File: config.mk
export PLATFORM = sky130hd
export DESIGN_NAME = sifh_top
export DESIGN_NICKNAME = d
export VERILOG_FILES = /design/src/source/sifh_pkg.sv /design/src/source/sifh_ifs.sv /design/src/source/sifh_cfg_regs.sv /design/src/source/sifh_acq_seq.sv /design/src/source/sifh_hist_mem.sv /design/src/source/sifh_peak_find.sv /design/src/source/sifh_top.sv
export SDC_FILE = /design/constraint.sdc
export NUM_CORES = 2
export LEC_CHECK = 0
export ABC_CLOCK_PERIOD_IN_PS = 4150
export BUFFER_PORTS_ARGS = -buffer_cell sky130_fd_sc_hd__buf_2
export CAP_MARGIN = 25
export CORE_MARGIN = 3
export CORE_UTILIZATION = 40
export CTS_CLUSTER_DIAMETER = 30
export DETAILED_ROUTE_END_ITERATION = 6
export MAX_ROUTING_LAYER = met4
export PLACE_DENSITY = 0.55
export SYNTH_ARGS = -nofsm -noshare
export SYNTH_HDL_FRONTEND = slang
export SYNTH_SLANG_ARGS = --single-unit
export TNS_END_PERCENT = 1
File: constraint.sdc
create_clock -name clk -period 4.15 [get_ports clk]
set_input_delay 0.2075 -clock clk [delete_from_list [all_inputs] [get_ports clk]]
set_output_delay 0.2075 -clock clk [all_outputs]
set_load 0.05 [all_outputs]
File: src/source/sifh_pkg.sv
`default_nettype none

package sifh_pkg;

    // Pixel array and histogram geometry.
    localparam int PIX_NUM = 4;
    localparam int BIN_NUM = 16;
    localparam int PIX_W   = $clog2(PIX_NUM);
    localparam int BIN_W   = $clog2(BIN_NUM);
    localparam int CNT_W   = 8;
    localparam int ACQ_W   = 16;

    // Bin counters stop here instead of wrapping.
    localparam int CNT_MAX = 255;

    typedef logic [BIN_W-1:0]         bin_t;
    typedef logic [PIX_W-1:0]         pix_t;
    typedef logic [CNT_W-1:0]         cnt_t;
    typedef logic [ACQ_W-1:0]         acq_t;
    // Pixel 0 sits in the low nibble.
    typedef logic [PIX_NUM*BIN_W-1:0] peaks_t;

    // APB register map.
    localparam logic [7:0] ADDR_CTRL   = 8'h00;
    localparam logic [7:0] ADDR_ACQ    = 8'h04;
    localparam logic [7:0] ADDR_STATUS = 8'h08;
    localparam logic [7:0] ADDR_RESULT = 8'h0C;

    typedef enum logic [1:0] {
        IDLE,
        BUILD_HIS,
        FIND_PEAK,
        DONE
    } seq_state_t;

endpackage

`default_nettype wire

File: src/source/sifh_ifs.sv
`default_nettype none

// Frame control between the register block and the sequencer.
interface sifh_ctrl_if
    import sifh_pkg::*;
();
    logic   start;
    logic   busy;
    logic   frame_done;
    acq_t   acq_num;
    peaks_t peaks;

    modport regs (
        output start,
        output acq_num,
        input  busy,
        input  frame_done,
        input  peaks
    );

    modport seq (
        input  start,
        input  acq_num,
        output busy,
        output frame_done,
        output peaks
    );
endinterface

// Increment port from the sequencer, read port from the peak finder.
interface sifh_hist_if
    import sifh_pkg::*;
();
    logic inc_en;
    pix_t inc_pix;
    bin_t inc_bin;
    logic rd_en;
    pix_t rd_pix;
    bin_t rd_bin;
    cnt_t rd_cnt;

    modport inc (output inc_en, output inc_pix, output inc_bin);
    modport rd  (output rd_en, output rd_pix, output rd_bin, input rd_cnt);
    modport mem (
        input  inc_en,
        input  inc_pix,
        input  inc_bin,
        input  rd_en,
        input  rd_pix,
        input  rd_bin,
        output rd_cnt
    );
endinterface

`default_nettype wire

File: src/source/sifh_cfg_regs.sv
`default_nettype none

module sifh_cfg_regs
    import sifh_pkg::*;
(
    input  logic        clk,
    input  logic        res,
    input  logic        psel,
    input  logic        penable,
    input  logic        pwrite,
    input  logic [7:0]  paddr,
    input  logic [31:0] pwdata,
    output logic [31:0] prdata,
    output logic        pready,
    output logic        pslverr,
    sifh_ctrl_if.regs   ctrl
);

    logic   access;
    logic   wr_ok;
    logic   addr_ok;
    logic   ro_addr;
    logic   done_flag;
    peaks_t result;

    // No wait states, every access finishes in its enable cycle.
    assign access = psel && penable;
    assign pready = 1'b1;

    always_comb begin
        addr_ok = 1'b1;
        ro_addr = 1'b0;
        case (paddr)
            ADDR_CTRL, ADDR_ACQ: ro_addr = 1'b0;
            ADDR_STATUS, ADDR_RESULT: ro_addr = 1'b1;
            default: addr_ok = 1'b0;
        endcase
    end

    assign wr_ok   = access && pwrite && addr_ok && !ro_addr;
    assign pslverr = access && (!addr_ok || (pwrite && ro_addr));

    always_ff @(posedge clk or negedge res) begin
        if (!res) begin
            ctrl.start   <= 1'b0;
            ctrl.acq_num <= '0;
        end else begin
            // A start while a frame runs is dropped here.
            ctrl.start <= wr_ok && (paddr == ADDR_CTRL) && pwdata[0] && !ctrl.busy;
            if (wr_ok && (paddr == ADDR_ACQ)) begin
                ctrl.acq_num <= pwdata[ACQ_W-1:0];
            end
        end
    end

    // Done and result hold until the next frame starts.
    always_ff @(posedge clk or negedge res) begin
        if (!res) begin
            done_flag <= 1'b0;
            result    <= '0;
        end else if (ctrl.start) begin
            done_flag <= 1'b0;
        end else if (ctrl.frame_done) begin
            done_flag <= 1'b1;
            result    <= ctrl.peaks;
        end
    end

    always_comb begin
        prdata = '0;
        case (paddr)
            ADDR_ACQ:    prdata[ACQ_W-1:0] = ctrl.acq_num;
            ADDR_STATUS: prdata[1:0] = {done_flag, ctrl.busy};
            ADDR_RESULT: prdata[PIX_NUM*BIN_W-1:0] = result;
            default:     prdata = '0;
        endcase
    end

    // The busy flag comes from the sequencer a cycle behind the decode.
    a_no_start_busy: assert property (@(posedge clk) disable iff (!res)
        ctrl.start |-> !ctrl.busy);

endmodule

`default_nettype wire

File: src/source/sifh_acq_seq.sv
`default_nettype none

module sifh_acq_seq
    import sifh_pkg::*;
(
    input  logic     clk,
    input  logic     res,
    input  logic     sample_valid,
    input  bin_t     sample_bin,
    output logic     sample_ready,
    sifh_ctrl_if.seq ctrl,
    sifh_hist_if.inc hist,
    output logic     scan_start,
    input  logic     scan_done,
    input  peaks_t   scan_peaks
);

    seq_state_t state;
    seq_state_t state_nxt;
    pix_t       pix_cnt;
    acq_t       acq_cnt;
    acq_t       acq_last;
    logic       accept;
    logic       pix_wrap;
    logic       acq_wrap;

    // A programmed count of zero still runs one acquisition.
    assign acq_last = (ctrl.acq_num == '0) ? '0 : ctrl.acq_num - acq_t'(1);

    assign sample_ready = (state == BUILD_HIS);
    assign accept       = sample_valid && sample_ready;
    assign pix_wrap     = (pix_cnt == pix_t'(PIX_NUM - 1));
    assign acq_wrap     = pix_wrap && (acq_cnt == acq_last);
    assign scan_start   = accept && acq_wrap;

    // Sample goes to the bin of the pixel whose turn it is.
    assign hist.inc_en  = accept;
    assign hist.inc_pix = pix_cnt;
    assign hist.inc_bin = sample_bin;

    assign ctrl.busy       = (state == BUILD_HIS) || (state == FIND_PEAK);
    assign ctrl.frame_done = (state == FIND_PEAK) && scan_done;
    assign ctrl.peaks      = scan_peaks;

    // Pixel counter carries into the acquisition counter.
    always_ff @(posedge clk or negedge res) begin
        if (!res) begin
            pix_cnt <= '0;
            acq_cnt <= '0;
        end else if (ctrl.start) begin
            pix_cnt <= '0;
            acq_cnt <= '0;
        end else if (accept) begin
            if (!pix_wrap) begin
                pix_cnt <= pix_cnt + 1'b1;
            end else begin
                pix_cnt <= '0;
                if (!acq_wrap) begin
                    acq_cnt <= acq_cnt + 1'b1;
                end else begin
                    acq_cnt <= '0;
                end
            end
        end
    end

    always_comb begin
        state_nxt = state;
        case (state)
            IDLE, DONE: if (ctrl.start) state_nxt = BUILD_HIS;
            BUILD_HIS:  if (scan_start) state_nxt = FIND_PEAK;
            FIND_PEAK:  if (scan_done) state_nxt = DONE;
            default:    state_nxt = IDLE;
        endcase
    end

    always_ff @(posedge clk or negedge res) begin
        if (!res) begin
            state <= IDLE;
        end else begin
            state <= state_nxt;
        end
    end

    // No increment lands past the last acquisition of the frame.
    a_inc_in_frame: assert property (@(posedge clk) disable iff (!res)
        hist.inc_en |-> (acq_cnt <= acq_last));

endmodule

`default_nettype wire

File: src/source/sifh_hist_mem.sv
`default_nettype none

module sifh_hist_mem
    import sifh_pkg::*;
(
    input logic      clk,
    input logic      res,
    sifh_hist_if.mem hist
);

    // One saturating counter per pixel and bin.
    cnt_t cnt_mem [PIX_NUM][BIN_NUM];

    always_ff @(posedge clk or negedge res) begin
        if (!res) begin
            for (int p = 0; p < PIX_NUM; p++) begin
                for (int b = 0; b < BIN_NUM; b++) begin
                    cnt_mem[p][b] <= '0;
                end
            end
        end else if (hist.inc_en) begin
            if (cnt_mem[hist.inc_pix][hist.inc_bin] != cnt_t'(CNT_MAX)) begin
                cnt_mem[hist.inc_pix][hist.inc_bin] <=
                    cnt_mem[hist.inc_pix][hist.inc_bin] + 1'b1;
            end
        end else if (hist.rd_en) begin
            // Cleared as it is read, so the next frame starts empty.
            cnt_mem[hist.rd_pix][hist.rd_bin] <= '0;
        end
    end

    // Read data lands one cycle after the request.
    always_ff @(posedge clk) begin
        if (hist.rd_en) begin
            hist.rd_cnt <= cnt_mem[hist.rd_pix][hist.rd_bin];
        end
    end

    // Sequencer and peak finder share the counters only through the frame state.
    a_inc_rd_excl: assert property (@(posedge clk) disable iff (!res)
        !(hist.inc_en && hist.rd_en));

endmodule

`default_nettype wire

File: src/source/sifh_peak_find.sv
`default_nettype none

module sifh_peak_find
    import sifh_pkg::*;
(
    input  logic     clk,
    input  logic     res,
    input  logic     start,
    sifh_hist_if.rd  hist,
    output logic     done,
    output peaks_t   peaks
);

    localparam int IDX_W = PIX_W + BIN_W;

    logic [IDX_W-1:0] rd_idx;
    logic             active;
    logic             cmp_vld;
    pix_t             cmp_pix;
    bin_t             cmp_bin;
    cnt_t             max_cnt;
    bin_t             max_bin;
    logic             take;
    logic             last_bin;

    // Walks pixel-major, bin-minor.
    assign hist.rd_en  = active;
    assign hist.rd_pix = rd_idx[IDX_W-1 -: PIX_W];
    assign hist.rd_bin = rd_idx[BIN_W-1:0];

    always_ff @(posedge clk or negedge res) begin
        if (!res) begin
            active <= 1'b0;
            rd_idx <= '0;
        end else if (start && !active) begin
            active <= 1'b1;
            rd_idx <= '0;
        end else if (active) begin
            rd_idx <= rd_idx + 1'b1;
            if (&rd_idx) begin
                active <= 1'b0;
            end
        end
    end

    always_ff @(posedge clk or negedge res) begin
        if (!res) begin
            cmp_vld <= 1'b0;
        end else begin
            cmp_vld <= active;
        end
    end

    // Address of the count that is in flight.
    always_ff @(posedge clk) begin
        cmp_pix <= hist.rd_pix;
        cmp_bin <= hist.rd_bin;
    end

    // Strictly greater only, so on a tie the lower bin stays.
    assign take     = (cmp_bin == '0) || (hist.rd_cnt > max_cnt);
    assign last_bin = (cmp_bin == bin_t'(BIN_NUM - 1));

    always_ff @(posedge clk) begin
        if (cmp_vld && take) begin
            max_cnt <= hist.rd_cnt;
            max_bin <= cmp_bin;
        end
    end

    always_ff @(posedge clk or negedge res) begin
        if (!res) begin
            peaks <= '0;
            done  <= 1'b0;
        end else begin
            done <= cmp_vld && last_bin && (cmp_pix == pix_t'(PIX_NUM - 1));
            if (cmp_vld && last_bin) begin
                peaks[cmp_pix*BIN_W +: BIN_W] <= take ? cmp_bin : max_bin;
            end
        end
    end

endmodule

`default_nettype wire

File: src/source/sifh_top.sv
`default_nettype none

module sifh_top
    import sifh_pkg::*;
(
    input  logic        clk,
    input  logic        res,
    input  logic        psel,
    input  logic        penable,
    input  logic        pwrite,
    input  logic [7:0]  paddr,
    input  logic [31:0] pwdata,
    output logic [31:0] prdata,
    output logic        pready,
    output logic        pslverr,
    input  logic        sample_valid,
    input  bin_t        sample_bin,
    output logic        sample_ready
);

    logic   scan_start;
    logic   scan_done;
    peaks_t scan_peaks;

    sifh_ctrl_if ctrl_if ();
    sifh_hist_if hist_if ();

    sifh_cfg_regs regs0 (
        .clk     (clk),
        .res     (res),
        .psel    (psel),
        .penable (penable),
        .pwrite  (pwrite),
        .paddr   (paddr),
        .pwdata  (pwdata),
        .prdata  (prdata),
        .pready  (pready),
        .pslverr (pslverr),
        .ctrl    (ctrl_if.regs)
    );

    sifh_acq_seq seq0 (
        .clk          (clk),
        .res          (res),
        .sample_valid (sample_valid),
        .sample_bin   (sample_bin),
        .sample_ready (sample_ready),
        .ctrl         (ctrl_if.seq),
        .hist         (hist_if.inc),
        .scan_start   (scan_start),
        .scan_done    (scan_done),
        .scan_peaks   (scan_peaks)
    );

    sifh_hist_mem mem0 (
        .clk  (clk),
        .res  (res),
        .hist (hist_if.mem)
    );

    sifh_peak_find find0 (
        .clk   (clk),
        .res   (res),
        .start (scan_start),
        .hist  (hist_if.rd),
        .done  (scan_done),
        .peaks (scan_peaks)
    );

endmodule

`default_nettype wire

* After elaboration in Yosys (flattened, before gate mapping)
Index checks and enable logic that the tools add are counted.
** Cells by class
- Add/subtract/negate cells :: 6
- Magnitude comparators :: 9
- Equal/unequal tests :: 15
- Shift-type cells :: 2
- Muxes and demuxes :: 49
- Bitwise gates (word level) :: 7
- Reductions and logical operators :: 46
** Operator list (count)
- 2-to-1 mux 512 bit :: 3
- 2-to-1 mux 128 bit :: 6
- AND 512 bit :: 1
- binary-select mux 128 bit (select 2 bit) :: 2
- bitwise mux 512 bit :: 1
- demux 128 bit (select 2 bit) :: 2
- inverter 512 bit :: 1
- 2-to-1 mux 16 bit :: 5
- binary-select mux 8 bit (select 4 bit) :: 2
- demux 8 bit (select 4 bit) :: 2
- 2-to-1 mux 8 bit :: 6
- negation 4 -> 34 bit :: 1
- variable shift 4 x 34 -> 16 bit, first input constant :: 1
- variable part select 4 x 34 -> 16 bit :: 1
- one-hot mux 14 bit (2 select lines) :: 1
- logical AND 1 bit :: 22
- adder 16 x 1 -> 16 bit, second input constant :: 1
- bitwise mux 16 bit :: 1
- == test 16 bit :: 1
- == test 8 x 4 -> 1 bit, second input constant :: 2
- logical NOT 16 bit :: 1
- subtractor 16 x 1 -> 16 bit, second input constant :: 1
- 2-to-1 mux 2 bit :: 6
- 2-to-1 mux 6 bit :: 2
- other kinds (32) :: 62
** Storage, ports and cells
- Register bits after elaboration :: 617
- Input port bits :: 50
- Output and inout bits :: 35
- Logic and storage cells :: 215

* Logic depth before layout (Yosys ltp)
- Depth in word-level cells :: 11
- Depth in mapped cells :: 18
- Depth with buffers taken out :: 11

* Modules after synthesis
A second synthesis with hierarchy kept.
** Second synthesis, totals
- Cell total of the unflattened synthesis :: 2779
- Area total of the unflattened synthesis :: 34558.1 um^2
** By module, submodules not included
- sifh_hist_mem :: instances 1, cells an instance 2191, area an instance 28588.7 um^2, seq. area each 13052.5 um^2
- sifh_acq_seq :: instances 1, cells an instance 258, area an instance 2113.3 um^2, seq. area each 500.5 um^2
- sifh_peak_find :: instances 1, cells an instance 189, area an instance 2083.2 um^2, seq. area each 1106.1 um^2
- sifh_cfg_regs :: instances 1, cells an instance 141, area an instance 1773.0 um^2, seq. area each 850.8 um^2

* Worst setup path after synthesis
Ideal clock, no wire load.
- Path type :: flip-flop to flip-flop
- From :: register seq0.pix_cnt[0] (netlist: seq0.hist.inc_pix[0])
- To :: register mem0.cnt_mem[100] (netlist bit)
- Library setup time :: 0.130 ns
- Arrival :: 3.471 ns
- Required time :: 4.020 ns
- Path slack :: 0.549 ns
- Stages on the path, launching flop included :: 17
- Path buffers :: 7
- Clock period less this slack :: 3.601 ns
- Cells stage by stage :: dfrtp_1 -> buf_6 -> buf_12 -> buf_6 -> buf_6 -> buf_6 -> buf_6 -> mux4_2 -> a22oi_1 -> a21oi_1 -> nor2_2 -> nand2_1 -> ha_1 -> nand2_1 -> xor2_1 -> clkbuf_1 -> o2bb2ai_1
** Between the ends
- Word-level cells in the longest chain between the ends :: 11
- Elaborated cells on any way between the ends :: 19
- Classes of those cells :: 1 x add/sub; 2 x order compare; 2 x eq/ne; 11 x mux; 1 x bitwise; 2 x reduce/logical
** Ends and longest elaborated chain
- from (decl) :: RTL line sifh_acq_seq.sv:20 : pix_t pix_cnt;
- from (signal assigned) :: RTL line sifh_acq_seq.sv:55 : pix_cnt <= pix_cnt + 1'b1;
- inverter 2 -> 3 bit (implied by the code) * :: RTL line sifh_hist_mem.sv:22, sifh_hist_mem.sv:23, sifh_hist_mem.sv:24
- binary-select mux 128 bit (select 2 bit) :: RTL line sifh_hist_mem.sv:22, sifh_hist_mem.sv:24
- 2-to-1 mux 128 bit (implied by the code) (2 in series) :: RTL line sifh_hist_mem.sv:22, sifh_hist_mem.sv:24
- binary-select mux 8 bit (select 4 bit) :: RTL line sifh_hist_mem.sv:22, sifh_hist_mem.sv:24
- 2-to-1 mux 8 bit (implied by the code) (2 in series) :: RTL line sifh_hist_mem.sv:22, sifh_hist_mem.sv:24
- adder 8 x 1 -> 8 bit :: RTL line sifh_hist_mem.sv:24 : cnt_mem[hist.inc_pix][hist.inc_bin] + 1'b1;
- bitwise mux 512 bit :: RTL line sifh_hist_mem.sv:23 : cnt_mem[hist.inc_pix][hist.inc_bin] <=
- 2-to-1 mux 512 bit :: RTL line sifh_hist_mem.sv:22 : if (cnt_mem[hist.inc_pix][hist.inc_bin] != cnt_t'(CNT_MAX)) begin
- 2-to-1 mux 512 bit :: RTL line sifh_hist_mem.sv:21 : end else if (hist.inc_en) begin
- to (signal, indexed assignment) :: RTL line sifh_hist_mem.sv:23
- to (decl) :: RTL line sifh_hist_mem.sv:12 : cnt_t cnt_mem [PIX_NUM][BIN_NUM];
Every way passes the cells marked *; elsewhere a longest branch is shown, timed or not. The select of a mux whose other input is x is not followed.
A chain may end at the register's enable or synchronous reset.

* Final worst setup path
- From :: register seq0.pix_cnt[0] (netlist: seq0.hist.inc_pix[0])
- To :: register mem0.cnt_mem[385] (netlist bit)
The elaborated chain is that of the path after synthesis.

==> flow_metrics.py <==
metrics = {
    "grt": {
        "grt_pass1_wl_um": 188000,
        "first_global_vias": 27500,
        "grt_util_all_layers_pct": 29.4,
        "antenna_found_initial": 9,
        "overflow": 0,
        "grt_max_degree": 121,
    },
    "clocking": {
        "cts_root_buffer": "clkbuf_16",
        "post-cts-setup-buffer-count": 0,
        "htree_num_levels": 4,
        "cts_inserted_buffers": 153,
        "clock_latency_ns": 0.75,
        "clk_pin_slew_ns": 0.05,
        "clk_path_buf_depth": 3,
        "cts_tree": "built",
        "clock-sinks": 617,
    },
    "finish": {
        "finish.instance_area_sq_um": 41700,
        "layout-drive-gt1-share_pct": 30.3,
        "fin_util_pct": 50.3,
        "stdcell_count": 4058,
        "final_common_cell": "dfrtp_1",
        "nNetsFinal": 2883,
        "seqCellArea_sq_um": 15500,
        "n_fill_cell": 7074,
        "multiInputGateArea_sq_um": 16900,
        "synthToLayoutAreaGrowth_pct": 23.4,
        "layout_common_cells": "dfrtp_1, a22o_1, mux4_2",
    },
    "worst_setup_path": {
        "worstSetupStartpointType": "flip-flop",
        "cp_cell_sequence": "buf_12 > mux4_2 > and3_1 > o41ai_2 > o2111ai_1 > or4_4 > and4_4 > nand4_4 > buf_12 > buf_12 > nand2_1 > a22o_1",
        "path_class": "reg2reg",
        "cp-startpoint": "seq0.hist.inc_pix[0]",
        "cpPeakStageDelay_ns": 0.56,
        "crit_arrival_ns": 4.65,
        "end_kind": "flip-flop",
        "critical_path.max_fanout": 28,
        "crit_slowest_cell": "mux4_2",
        "required_ns": 4.77,
        "cp_common_cell": "buf_12",
        "r2r_start": "seq0.hist.inc_pix[0]",
    },
    "synthesis": {
        "yosysWarnings": 0,
        "synth.distinct_cells": 93,
        "async_reset_ff_share_pct": 95.8,
        "synth-edff-count": 20,
        "post_synth.cell_area_avg_sq_um": 13.1,
        "ys_seq_area_share_pct": 45.9,
        "synth_cells": 2584,
        "ys_ff_latch": 617,
        "ys.flop_type": "dfrtp_1",
        "netlist_area_sq_um": 33800,
    },
    "flow_run": {
        "cap_viol_max_count": 0,
    },
    "place": {
        "hpwl_um": 86800,
        "port_buffers": 51,
        "placed_area_sq_um": 36200,
        "place_inst": 3754,
        "preCtsSetupSlack_ns": 0.114,
        "place_congestion": 0.969,
    },
    "timing": {
        "fin_crit_ns": 4.03,
        "rsz0062_at_grt": "no",
        "worst_pin_slew_ns": 1.14,
        "drv_slew": 0,
        "finalCritPeriodShare_pct": 97.1,
        "tns_ns": 0,
        "clock_skew_ns": 0.0672,
        "max_freq_mhz": 248,
        "hold_viol_final": 0,
        "maxSlewHeadroom_pct": 24.0,
        "worst_slack_ns": 0.122,
        "setup_viol": 0,
        "whs_ns": 0.0927,
    },
    "floorplanning": {
        "dieArea_sq_um": 88000,
        "die_w_um": 297,
        "row_count": 105,
        "start_util_pct": 40.8,
        "core_area_sq_um": 82900,
        "io_pins": 85,
        "die_h_um": 297,
    },
    "routing": {
        "drt_iter0_markers": 3001,
        "via_per_inst": 6.58,
        "postRouteAntennaNets": 0,
        "drc": 1,
        "drt_wl_total_um": 126000,
        "firstDrtPassIters": 7,
        "wl_per_cell_um": 31.1,
        "vias": 26700,
    },
    "pwr": {
        "ir_drop_uv": 417,
        "powerDensity_nw_per_um2": 462,
        "pwr-share-comb_pct": 5.0,
        "power.net_switching_mw": 4.47,
        "internal-power_mw": 14.8,
        "power_leakage_nw": 17.7,
        "power_frac_seq_pct": 31.6,
        "p_sw_share_pct": 23.2,
        "clkPwrFrac_pct": 63.4,
        "p_total_mw": 19.3,
    },
    "min_path": {
        "hold_class": "in2async",
    },
    "outcome": {
        "outcome": "finished with violations",
        "violations": "design-rule violations",
    },
}
flip-flops by register name, indices dropped and copies added, names as in the netlist:
| name | cells |
|---|---|
| regs0.ctrl.start | 1 |
| find0.rd_idx | 6 |
| seq0.acq_cnt | 16 |
| find0.cmp_vld | 1 |
| mem0.cnt_mem | 512 |
| find0.max_cnt | 8 |
| regs0.ctrl.acq_num | 16 |
| find0.max_bin | 4 |
| find0.hist.rd_en | 1 |
| find0.peaks | 16 |
| mem0.hist.rd_cnt | 8 |
| seq0.hist.inc_pix | 2 |
| regs0.result | 16 |
| seq0.state | 2 |
| regs0.done_flag | 1 |
| find0.cmp_bin | 4 |
| find0.done | 1 |
| find0.cmp_pix | 2 |
worst max-delay path: cells and delay by family, from the launching register on:
family                 cells  cell delay [ns]
multiplexers               1             0.56
AO/OA/AOI/OAI              3             0.96
buffers and inverters      3             0.53
AND/OR/NAND/NOR            5             1.34
flip-flops                 1             0.45
final cells by class:
class | instances | area share (%)
diodes | 7 | 0.0420
clock buffers | 194 | 10.1
clock inverters | 82 | 2.62
inverters | 31 | 0.279
multi-input cells | 1736 | 40.5
flip-flops and latches | 617 | 37.2
well taps | 1123 | 3.37
repair buffers | 268 | 5.81
worst paths after layout:
path                                          end  slack (ns)  depth (start not counted)
min in group clk                mem0.cnt_mem[447]        0.23                          5
setup / recovery                mem0.cnt_mem[385]        0.12                         12
max in group asynchronous        mem0.cnt_mem[29]        2.73                          3
hold / removal             regs0.ctrl.acq_num[14]        0.09                          2
setup reg to reg                mem0.cnt_mem[385]        0.12                         12
hold reg to reg                  find0.max_cnt[0]        0.44                          0
layer usage:
layer / global-route usage (%) / part of all wire (%)
met1: 37.7 / 40
met4: 14.6 / 5.1
met3: 7.38 / 9.3
met5: - / 0
met2: 43.6 / 46
power by group through the flow:
stage | combinational [mW] | sequential [mW] | clock (mW)
2_1_floorplan | 0.593 | 6.17 | 0
3_3_place_gp | 0.934 | 6.17 | 0
3_5_place_dp | 0.944 | 6.17 | 0
4_1_cts | 0.963 | 6.08 | 12.4
5_1_grt | 1.02 | 6.08 | 12.7
6_report | 0.966 | 6.09 | 12.2
timing repair:
action,4_1_cts,5_1_grt
endpoints found under the setup margin,0,69
hold endpoints to repair,130,0
gates resized for setup,0,2
hold buffers,21,0
synthesized netlist by cell type, drive strengths merged (5+ instances only):
cell type	instances	area, sq um
or3	7	43.8
mux4	287	6520
inv	31	116
a32o	65	651
and3	26	163
nand3b	6	45.0
buf	138	1070
clkbuf	74	279
a21oi	23	119
nor2	134	505
dfrtp	591	14800
nand2b	20	128
ha	26	325
mux2	33	372
nand2	222	913
nand3	32	165
and2	18	115
o31ai	5	51.3
nand4	12	90.1
a22oi	29	223
nor3	29	145
edfxtp	20	601
nor3b	7	57.6
nor2b	15	93.8
a22o	276	2420
o2bb2ai	202	1770
mux2i	45	450
dfxtp	6	120
xnor2	14	141
o21ai	108	623
xor2	10	87.6
nor4	11	75.1
logic make-up (layout without fill, tap and decap cells):
group                      after synthesis  count (layout)  share of synthesized area, %
AOI/OAI and AO/OA                      747             747                          18.3
xor gates and xnor gates                25              25                         0.748
adders and majority gates               26              26                         0.962
buffers and inverters                  246             575                          4.43
DFF                                    617             617                          45.9
muxes                                  365             365                          21.7
other                                    2              24                        0.0222
and+or+nand+nor                        556             556                          7.97
(Power assumes the default switching activity.)
